--- config.mk ---
export PLATFORM = sky130hd
export DESIGN_NAME = lc3b_retire_top
export DESIGN_NICKNAME = d
export VERILOG_FILES = /design/src/lc3b_types_pkg.sv /design/src/lc3b_commit_control.sv /design/src/lc3b_regfile.sv /design/src/lc3b_retire_top.sv /design/src/lc3b_rob.sv
export VERILOG_INCLUDE_DIRS = /design/src /design/src/src
export SDC_FILE = /design/constraint.sdc
export NUM_CORES = 1
export LEC_CHECK = 0
export ABC_AREA = 1
export ABC_CLOCK_PERIOD_IN_PS = 3500
export BUFFER_PORTS_ARGS = -buffer_cell sky130_fd_sc_hd__buf_4
export CAP_MARGIN = 20
export CELL_PAD_IN_SITES_DETAIL_PLACEMENT = 0
export CELL_PAD_IN_SITES_GLOBAL_PLACEMENT = 2
export CORE_AREA = 3 3 248 250
export CTS_CLUSTER_SIZE = 10
export DETAILED_ROUTE_END_ITERATION = 10
export DIE_AREA = 0 0 251 253
export PLACE_DENSITY = 0.77
export SYNTH_ARGS = -nofsm -noshare
export SYNTH_HDL_FRONTEND = slang
export SYNTH_SLANG_ARGS = --single-unit
--- constraint.sdc ---
create_clock -name clk -period 3.5 [get_ports clk]
set_input_delay 0.175 -clock clk [delete_from_list [all_inputs] [get_ports clk]]
set_output_delay 0.175 -clock clk [all_outputs]
set_load 0.01 [all_outputs]
--- src/lc3b_defines.svh ---
`ifndef LC3B_DEFINES_SVH
`define LC3B_DEFINES_SVH

// datapath word width in bits.
`define LC3B_WORD_W 16

// architectural register count, R0 to R7.
`define LC3B_NREGS 8

// reorder buffer entries.
`define LC3B_ROB_DEPTH 8

// tag width, log2 of the ROB depth.
`define LC3B_TAG_W 3

// the ROB pointers wrap by overflow, so the depth must equal 2**tag width.
// the register index width follows from the register count.
// the condition codes are always three bits, n z p.

`endif

--- src/lc3b_types_pkg.sv ---
`include "lc3b_defines.svh"

package lc3b_types_pkg;

	typedef logic [`LC3B_WORD_W-1:0] lc3b_word; // data word.
	typedef logic [$clog2(`LC3B_NREGS)-1:0] lc3b_reg; // register index.
	typedef logic [`LC3B_TAG_W-1:0] lc3b_rob_tag; // ROB address.
	typedef logic [2:0] lc3b_nzp; // n, z, p.

	// LC-3b encodings, only the subset this core retires.
	typedef enum logic [3:0]
	{
		op_br   = 4'b0000,
		op_add  = 4'b0001,
		op_jsr  = 4'b0100,
		op_and  = 4'b0101,
		op_ldr  = 4'b0110,
		op_str  = 4'b0111,
		op_not  = 4'b1001,
		op_lea  = 4'b1110,
		op_trap = 4'b1111
	} lc3b_opcode;

endpackage
--- src/lc3b_commit_control.sv ---
`include "lc3b_defines.svh"

module lc3b_commit_control
(
	input logic clk,
	input logic rst,

	input logic head_valid,
	input lc3b_types_pkg::lc3b_opcode head_opcode,
	input lc3b_types_pkg::lc3b_reg head_dest,
	input lc3b_types_pkg::lc3b_word head_value,
	input logic head_predict,
	input lc3b_types_pkg::lc3b_word head_link,
	input lc3b_types_pkg::lc3b_rob_tag head_tag,

	input lc3b_types_pkg::lc3b_rob_tag owner_tag,
	input logic dmem_resp,

	output logic retire,
	output logic wr_en,
	output lc3b_types_pkg::lc3b_reg wr_dest,
	output lc3b_types_pkg::lc3b_word wr_value,
	output logic wr_clear_busy,
	output logic dmem_write,
	output logic flush,
	output logic pc_sel,
	output lc3b_types_pkg::lc3b_word new_pc,

	output logic [31:0] branch_count,
	output logic [31:0] mispredict_count
);

	lc3b_types_pkg::lc3b_nzp cc; // current condition codes.
	lc3b_types_pkg::lc3b_nzp gen_cc;
	logic ld_cc;
	logic value_neg;
	logic value_zero;
	logic taken;
	logic mispredict;
	logic is_trap;

	assign value_neg = head_value[`LC3B_WORD_W-1];
	assign value_zero = (head_value == '0);
	assign gen_cc = {value_neg, value_zero, ~value_neg & ~value_zero};

	// branch mask sits in the dest field.
	assign taken = |(head_dest & cc);
	assign mispredict = (taken != head_predict);

	assign is_trap = (head_opcode == lc3b_types_pkg::op_trap);
	assign wr_dest = is_trap ? lc3b_types_pkg::lc3b_reg'(7) : head_dest; // trap links to R7.
	assign wr_value = is_trap ? head_link : head_value;
	assign new_pc = head_value; // branch target or trap vector.

	always_comb
	begin
		retire = 1'b0;
		wr_en = 1'b0;
		wr_clear_busy = 1'b0;
		ld_cc = 1'b0;
		dmem_write = 1'b0;
		flush = 1'b0;
		pc_sel = 1'b0;
		if (head_valid)
		begin
			case (head_opcode)
				lc3b_types_pkg::op_add,
				lc3b_types_pkg::op_and,
				lc3b_types_pkg::op_not,
				lc3b_types_pkg::op_lea,
				lc3b_types_pkg::op_ldr:
				begin
					retire = 1'b1;
					wr_en = 1'b1;
					wr_clear_busy = (owner_tag == head_tag);
					ld_cc = 1'b1;
				end
				lc3b_types_pkg::op_jsr:
				begin
					retire = 1'b1;
					wr_en = 1'b1;
					wr_clear_busy = (owner_tag == head_tag); // codes untouched.
				end
				lc3b_types_pkg::op_trap:
				begin
					retire = 1'b1;
					wr_en = 1'b1;
					wr_clear_busy = (owner_tag == head_tag);
					flush = 1'b1;
					pc_sel = 1'b1;
				end
				lc3b_types_pkg::op_br:
				begin
					retire = 1'b1;
					flush = mispredict;
					pc_sel = mispredict;
				end
				lc3b_types_pkg::op_str:
				begin
					dmem_write = 1'b1; // held until memory acks.
					retire = dmem_resp;
				end
				default: retire = 1'b1; // drop anything unknown so the head never stalls.
			endcase
		end
	end

	always_ff @(posedge clk)
	begin
		if (rst)
			cc <= 3'b010; // z after reset.
		else if (ld_cc)
			cc <= gen_cc;
	end

	// branch statistics.
	always_ff @(posedge clk)
	begin
		if (rst)
		begin
			branch_count <= '0;
			mispredict_count <= '0;
		end
		else if (retire && head_opcode == lc3b_types_pkg::op_br)
		begin
			branch_count <= branch_count + 1'b1;
			if (mispredict)
				mispredict_count <= mispredict_count + 1'b1;
		end
	end

endmodule

--- src/lc3b_regfile.sv ---
`include "lc3b_defines.svh"

module lc3b_regfile
(
	input logic clk,
	input logic rst,
	input logic flush,

	input logic set_en,
	input lc3b_types_pkg::lc3b_reg set_dest,
	input lc3b_types_pkg::lc3b_rob_tag set_tag,

	input logic wr_en,
	input lc3b_types_pkg::lc3b_reg wr_dest,
	input lc3b_types_pkg::lc3b_word wr_value,
	input logic wr_clear_busy,

	output lc3b_types_pkg::lc3b_rob_tag owner_tag,

	input lc3b_types_pkg::lc3b_reg rd_sel,
	output lc3b_types_pkg::lc3b_word rd_value,
	output logic rd_busy
);

	localparam int unsigned nregs = `LC3B_NREGS;

	lc3b_types_pkg::lc3b_word regs [nregs];
	lc3b_types_pkg::lc3b_rob_tag owner [nregs]; // ROB tag of the youngest writer.
	logic [nregs-1:0] busy;

	assign owner_tag = owner[wr_dest];
	assign rd_value = regs[rd_sel];
	assign rd_busy = busy[rd_sel];

	always_ff @(posedge clk)
	begin
		if (wr_en)
			regs[wr_dest] <= wr_value;
		if (set_en)
			owner[set_dest] <= set_tag;
	end

	always_ff @(posedge clk)
	begin
		if (rst || flush)
			busy <= '0; // all in-flight writers are gone.
		else
		begin
			if (wr_en && wr_clear_busy)
				busy[wr_dest] <= 1'b0;
			if (set_en)
				busy[set_dest] <= 1'b1; // new owner wins over a same-cycle clear.
		end
	end

endmodule

--- src/lc3b_retire_top.sv ---
module lc3b_retire_top
(
	input logic clk,
	input logic rst,

	input logic disp_valid,
	input lc3b_types_pkg::lc3b_opcode disp_opcode,
	input lc3b_types_pkg::lc3b_reg disp_dest,
	input lc3b_types_pkg::lc3b_word disp_link,
	output logic disp_ready,
	output lc3b_types_pkg::lc3b_rob_tag disp_tag,

	input logic res_valid,
	input lc3b_types_pkg::lc3b_rob_tag res_tag,
	input lc3b_types_pkg::lc3b_word res_value,
	input logic res_predict,

	input logic dmem_resp,
	input lc3b_types_pkg::lc3b_reg rd_sel,
	output lc3b_types_pkg::lc3b_word rd_value,
	output logic rd_busy,

	output logic dmem_write,
	output logic flush,
	output logic pc_sel,
	output lc3b_types_pkg::lc3b_word new_pc,
	output logic [31:0] branch_count,
	output logic [31:0] mispredict_count
);

	logic head_valid;
	lc3b_types_pkg::lc3b_opcode head_opcode;
	lc3b_types_pkg::lc3b_reg head_dest;
	lc3b_types_pkg::lc3b_word head_value;
	logic head_predict;
	lc3b_types_pkg::lc3b_word head_link;
	lc3b_types_pkg::lc3b_rob_tag head_tag;
	logic retire;
	logic wr_en;
	lc3b_types_pkg::lc3b_reg wr_dest;
	lc3b_types_pkg::lc3b_word wr_value;
	logic wr_clear_busy;
	lc3b_types_pkg::lc3b_rob_tag owner_tag;
	logic writes_reg;
	logic set_en;

	always_comb
	begin
		case (disp_opcode)
			lc3b_types_pkg::op_add,
			lc3b_types_pkg::op_and,
			lc3b_types_pkg::op_not,
			lc3b_types_pkg::op_lea,
			lc3b_types_pkg::op_ldr,
			lc3b_types_pkg::op_jsr,
			lc3b_types_pkg::op_trap: writes_reg = 1'b1;
			default: writes_reg = 1'b0; // br and str leave registers alone.
		endcase
	end

	assign set_en = disp_valid & disp_ready & writes_reg;

	lc3b_rob rob0
	(
		.clk, .rst, .flush,
		.disp_valid, .disp_opcode, .disp_dest, .disp_link, .disp_ready, .disp_tag,
		.res_valid, .res_tag, .res_value, .res_predict,
		.head_valid, .head_opcode, .head_dest, .head_value, .head_predict,
		.head_link, .head_tag,
		.retire
	);

	lc3b_commit_control commit0
	(
		.clk, .rst,
		.head_valid, .head_opcode, .head_dest, .head_value, .head_predict,
		.head_link, .head_tag,
		.owner_tag, .dmem_resp,
		.retire, .wr_en, .wr_dest, .wr_value, .wr_clear_busy,
		.dmem_write, .flush, .pc_sel, .new_pc,
		.branch_count, .mispredict_count
	);

	lc3b_regfile regfile0
	(
		.clk, .rst, .flush,
		.set_en, .set_dest(disp_dest), .set_tag(disp_tag),
		.wr_en, .wr_dest, .wr_value, .wr_clear_busy,
		.owner_tag,
		.rd_sel, .rd_value, .rd_busy
	);

endmodule

--- src/lc3b_rob.sv ---
`include "lc3b_defines.svh"

module lc3b_rob
(
	input logic clk,
	input logic rst,
	input logic flush,

	input logic disp_valid,
	input lc3b_types_pkg::lc3b_opcode disp_opcode,
	input lc3b_types_pkg::lc3b_reg disp_dest,
	input lc3b_types_pkg::lc3b_word disp_link,
	output logic disp_ready,
	output lc3b_types_pkg::lc3b_rob_tag disp_tag,

	input logic res_valid,
	input lc3b_types_pkg::lc3b_rob_tag res_tag,
	input lc3b_types_pkg::lc3b_word res_value,
	input logic res_predict,

	output logic head_valid,
	output lc3b_types_pkg::lc3b_opcode head_opcode,
	output lc3b_types_pkg::lc3b_reg head_dest,
	output lc3b_types_pkg::lc3b_word head_value,
	output logic head_predict,
	output lc3b_types_pkg::lc3b_word head_link,
	output lc3b_types_pkg::lc3b_rob_tag head_tag,

	input logic retire
);

	localparam int unsigned depth = `LC3B_ROB_DEPTH;
	localparam logic [`LC3B_TAG_W:0] full_count = (`LC3B_TAG_W + 1)'(`LC3B_ROB_DEPTH);

	lc3b_types_pkg::lc3b_opcode opcode_q [depth];
	lc3b_types_pkg::lc3b_reg dest_q [depth];
	lc3b_types_pkg::lc3b_word value_q [depth];
	lc3b_types_pkg::lc3b_word link_q [depth];
	logic predict_q [depth];
	logic [depth-1:0] done; // result present per entry.

	lc3b_types_pkg::lc3b_rob_tag head;
	lc3b_types_pkg::lc3b_rob_tag tail;
	logic [`LC3B_TAG_W:0] count; // one extra bit to tell full from empty.
	logic alloc;

	assign disp_ready = (count != full_count);
	assign disp_tag = tail;
	assign alloc = disp_valid & disp_ready;

	assign head_valid = (count != '0) & done[head];
	assign head_opcode = opcode_q[head];
	assign head_dest = dest_q[head];
	assign head_value = value_q[head];
	assign head_predict = predict_q[head];
	assign head_link = link_q[head];
	assign head_tag = head;

	// entry payload, filled at dispatch and by the result bus.
	always_ff @(posedge clk)
	begin
		if (alloc)
		begin
			opcode_q[tail] <= disp_opcode;
			dest_q[tail] <= disp_dest;
			link_q[tail] <= disp_link;
		end
		if (res_valid)
		begin
			value_q[res_tag] <= res_value;
			predict_q[res_tag] <= res_predict;
		end
	end

	always_ff @(posedge clk)
	begin
		if (rst || flush)
		begin
			head <= '0;
			tail <= '0;
			count <= '0;
			done <= '0;
		end
		else
		begin
			if (res_valid)
				done[res_tag] <= 1'b1;
			if (alloc)
			begin
				tail <= tail + 1'b1; // wraps at depth.
				done[tail] <= 1'b0; // new entry waits for its result.
			end
			if (retire)
				head <= head + 1'b1;
			case ({alloc, retire})
				2'b10: count <= count + 1'b1;
				2'b01: count <= count - 1'b1;
				default: ; // both or neither, no change.
			endcase
		end
	end

endmodule

==> qor.yml <==
outcome: "finished clean"
power_leakage_uw: 0.01004
synthAdderAreaFrac_pct: 0.4538
worst_r2r_path_depth: 18
fin_skew_ps: 19.35
gp_congestion: 0.8131
dp_hpwl_um: 39490
clockBufferDepth: 3
area_delta_synth_final_pct: 19.68
cpMostUsedCell: "buf_4"
routedWlPerCell_um: 19.69
yosys_most_used_dff: "edfxtp_1"
antenna_found_initial: 1
peakVddDrop_mv: 0.4074
cp.buffers_inverters: 3
synth.mux.area_fraction_pct: 0
synth.top_cell.area_share_pct: 59.78
rows: 89
cts_root_buf: "clkbuf_16"
max_freq_mhz: 310.5
fillers: 5519
dieArea_um2: 63500
htree_num_levels: 3
synth_compound_area_share_pct: 10.54
dieHeight_um: 253
grt_pass1_wl_um: 97130
switching_share_pct: 21.92
slew-limit-headroom_pct: 42.88
power_switching_uw: 3236
drtIter0Drc: 1091
synth.avg_cell_area_um2: 10.78
postRouteAntennaNets: 0
ys_seq_area_share_pct: 67.88
placed_cells: 3093
die_w_um: 251
hold_slack_ps: 54.24
clockPowerShare_pct: 43.4
fin_setup_tns_ps: 0
required_ps: 3320
place_ws_ps: 375.9
crit_path_start_kind: "flop"
drt-vias-per-instance: 5.178
cp_max_fo: 72
slew_viol_final: 0
multi_input_area_um2: 6646
syn_nets: 2259
register_area_um2: 16100
grt_util_all_layers_pct: 19.97
cpMaxStageDelayCell: "buf_6"
internal_power_uw: 11530
core-area_um2: 59240
drcViolationCount: 0
setup_viol: 0
vias: 16770
final_hold_viol_count: 0
r2r_end: "regfile0.busy[0]"
wirelength_um: 63760
ios: 155
worst_slack_ps: 279.8
post-route-util_pct: 47.90
initial_core_util_pct: 40.02
path_cells: "buf_4 > buf_6 > o21ai_0 > o22ai_1 > nor2_1 > a31oi_1 > buf_4"
clock_latency_ps: 590
max_cap_violations: 0
clkTransAtPathRegs_ps: 60
globalRoute.totalOverflow: 0
min_path_type: "in -> reg"
p_seq_share_pct: 50.8
synthArstFlopShare_pct: 0
synthTopCellsByArea: "edfxtp_1 60%, dfxtp_1 8.1%, nor2_1 6.9%, o21ai_0 4.8%, nand2_1 4.3%"
grt_pass1_vias: 16490
crit_type: "reg -> out"
synth-xor-area-share_pct: 0.7757
synth.ff_latch_count: 568
yosysUniqueCellTypes: 49
synth_edf_count: 472
postSynthCellCount: 2200
netlist_area_um2: 23710
tightest_slew_ps: 855.9
synth_top_family_by_area: "simple AND/OR/NAND/NOR gates"
cp-end-kind: "primary output"
period_needed_ps: 3220
fin_cells: 3239
cp_top_family: "buffers and inverters"
rsz0062_at_grt: "false"
final_nets: 2490
io_buffers: 154
cp.depth: 7
power_per_cell_area_nw_per_um2: 520.2
drtPass1Iterations: 5
endpoint: "new_pc[4]"
arrival_ps: 3050
layout-drive-gt1-share_pct: 15.21
cts_tree: "built"
antenna_cells: 0
synth-simple-area-share_pct: 15.94
cts_buffers: 69
cts_setup_buffers: 0
p_comb_share_pct: 5.8
ys.warnings.count: 0
slowest_delay_ps: 480
whs_path_depth: 2
clkSinkCount: 568
post-synth-top-area-cell: "edfxtp_1"
grt_max_degree: 73
finalCritPeriodShare_pct: 92.01
worst-r2r-setup-slack_ps: 380
[worst register-to-register path, cell delays in order (launching register included)]
cell and delay (ps):
dfxtp_4 470, buf_4 360, nand2_1 110, nand2_1 70, nand3_1 110, nand2_1 160, nor2_4 60, nand2_4 200
nand2_1 110, nor2_1 340, nand3_1 180, nand2_1 110, nor2_1 50, nand2_1 50, nand2_1 60, nor2_2 270
nand3_1 120, nand2_1 80, a21oi_1 60
[cells in the final DEF, fill, tap and decap left out, types with 8 or more instances in the layout]
master         Yosys  routed
edfxtp_1         472     472
nor2_1           436     420
nand2_1          269     269
o21ai_0          229     229
buf_4              4     223
inv_1            134     133
dfxtp_1           96      94
nand3_1           79      79
o22ai_1           75      75
clkbuf_16          0      71
a21oi_1           63      63
a31oi_1           47      47
dlygate4sd3_1      0      40
nor3_1            45      38
nor2_2             8      24
clkbuf_1          77      23
nand4_1           16      16
o21ai_1           16      16
nor3_2             6      13
xor2_1            13      13
nor4_1            12      12
inv_2             10      11
xnor2_1            8       8
[area by class of cell]
type	count	share of cell area, %
inverters	147	1.953
well taps	773	3.408
clock buffers	98	6.760
repair buffers	266	7.461
flip-flops and latches	568	56.74
clock inverters	8	0.2557
multi-input cells	1379	23.42
[Yosys cell counts (4+ instances only)]
cell type,number
a21oi_1,63
nor3_2,6
inv_1,134
nor4_1,12
buf_2,13
nor3b_1,6
nand2_1,269
o21a_1,6
nor2_2,8
ha_1,7
clkbuf_1,77
xor2_1,13
buf_1,4
dfxtp_1,96
inv_2,10
o21ai_1,16
buf_4,4
xnor2_1,8
nand4_1,16
o21ai_0,229
a31oi_1,47
nor2_4,5
buf_6,8
nor3_1,45
o211ai_1,5
nor2_1,436
edfxtp_1,472
nand3_1,79
a211oi_1,7
o22ai_1,75
[through the flow]
| step | area [µm²] | power, µW |
|---|---|---|
| floorplan | 23710 | 8069 |
| global placement | 25980 | 8454 |
| detailed placement | 25980 | 8469 |
| CTS | 28370 | 14940 |
| global route | 28380 | 15310 |
| finish | 28380 | 14760 |
[flip-flops by register name, indices dropped and copies added, names as in the netlist, named ones only]
name and count:
commit0.cc 3, rob0.dest_q 24, rob0.done 8, rob0.predict_q 8, rob0.link_q 128, rob0.disp_tag 3, regfile0.regs 128, regfile0.busy 8
commit0.branch_count 32, rob0.value_q 128, rob0.head_tag 3, regfile0.owner 24, commit0.mispredict_count 32, rob0.opcode_q 32, rob0.count 4
[power groups by stage]
stage	Clock, µW	Sequential, µW	Combinational, µW
6_report	6410	7500	854
5_1_grt	6850	7510	954
2_1_floorplan	0	7630	441
3_5_place_dp	0	7640	830
3_3_place_gp	0	7640	817
4_1_cts	6570	7500	869
[worst min-delay path by stage]
stage	slack [ps]	from	end
floorplan	270	disp_dest[0]	rob0.dest_q[0][0]
global placement	400	disp_link[2]	rob0.link_q[0][2]
detailed placement	410	res_value[11]	rob0.value_q[7][11]
CTS	30	rst	commit0.branch_count[16]
global route	50	rst	commit0.branch_count[28]
finish	50	rst	commit0.branch_count[28]
[cell families (layout without fill, tap and decap cells)]
group | count (synthesis) | in the layout
AND/OR/NAND/NOR | 896 | 896
flip-flops | 568 | 568
XOR/XNOR | 21 | 21
AO/OA/AOI/OAI | 454 | 454
adder cells (fa/ha/maj) | 8 | 8
buffers and inverters | 253 | 519
[layer usage]
layer	wire, µm	track usage (%)
met1	28180	26.38
met4	1249	5.868
met2	31110	34.22
met3	3211	3.112
met5	13	0
[timing repair]
item,CTS,global route
gates resized for setup,0,2
endpoints found under the hold margin,320,0
hold buffers,40,0
endpoints found under the setup margin,0,4
Note: power is estimated with default switching activity, not from simulation.
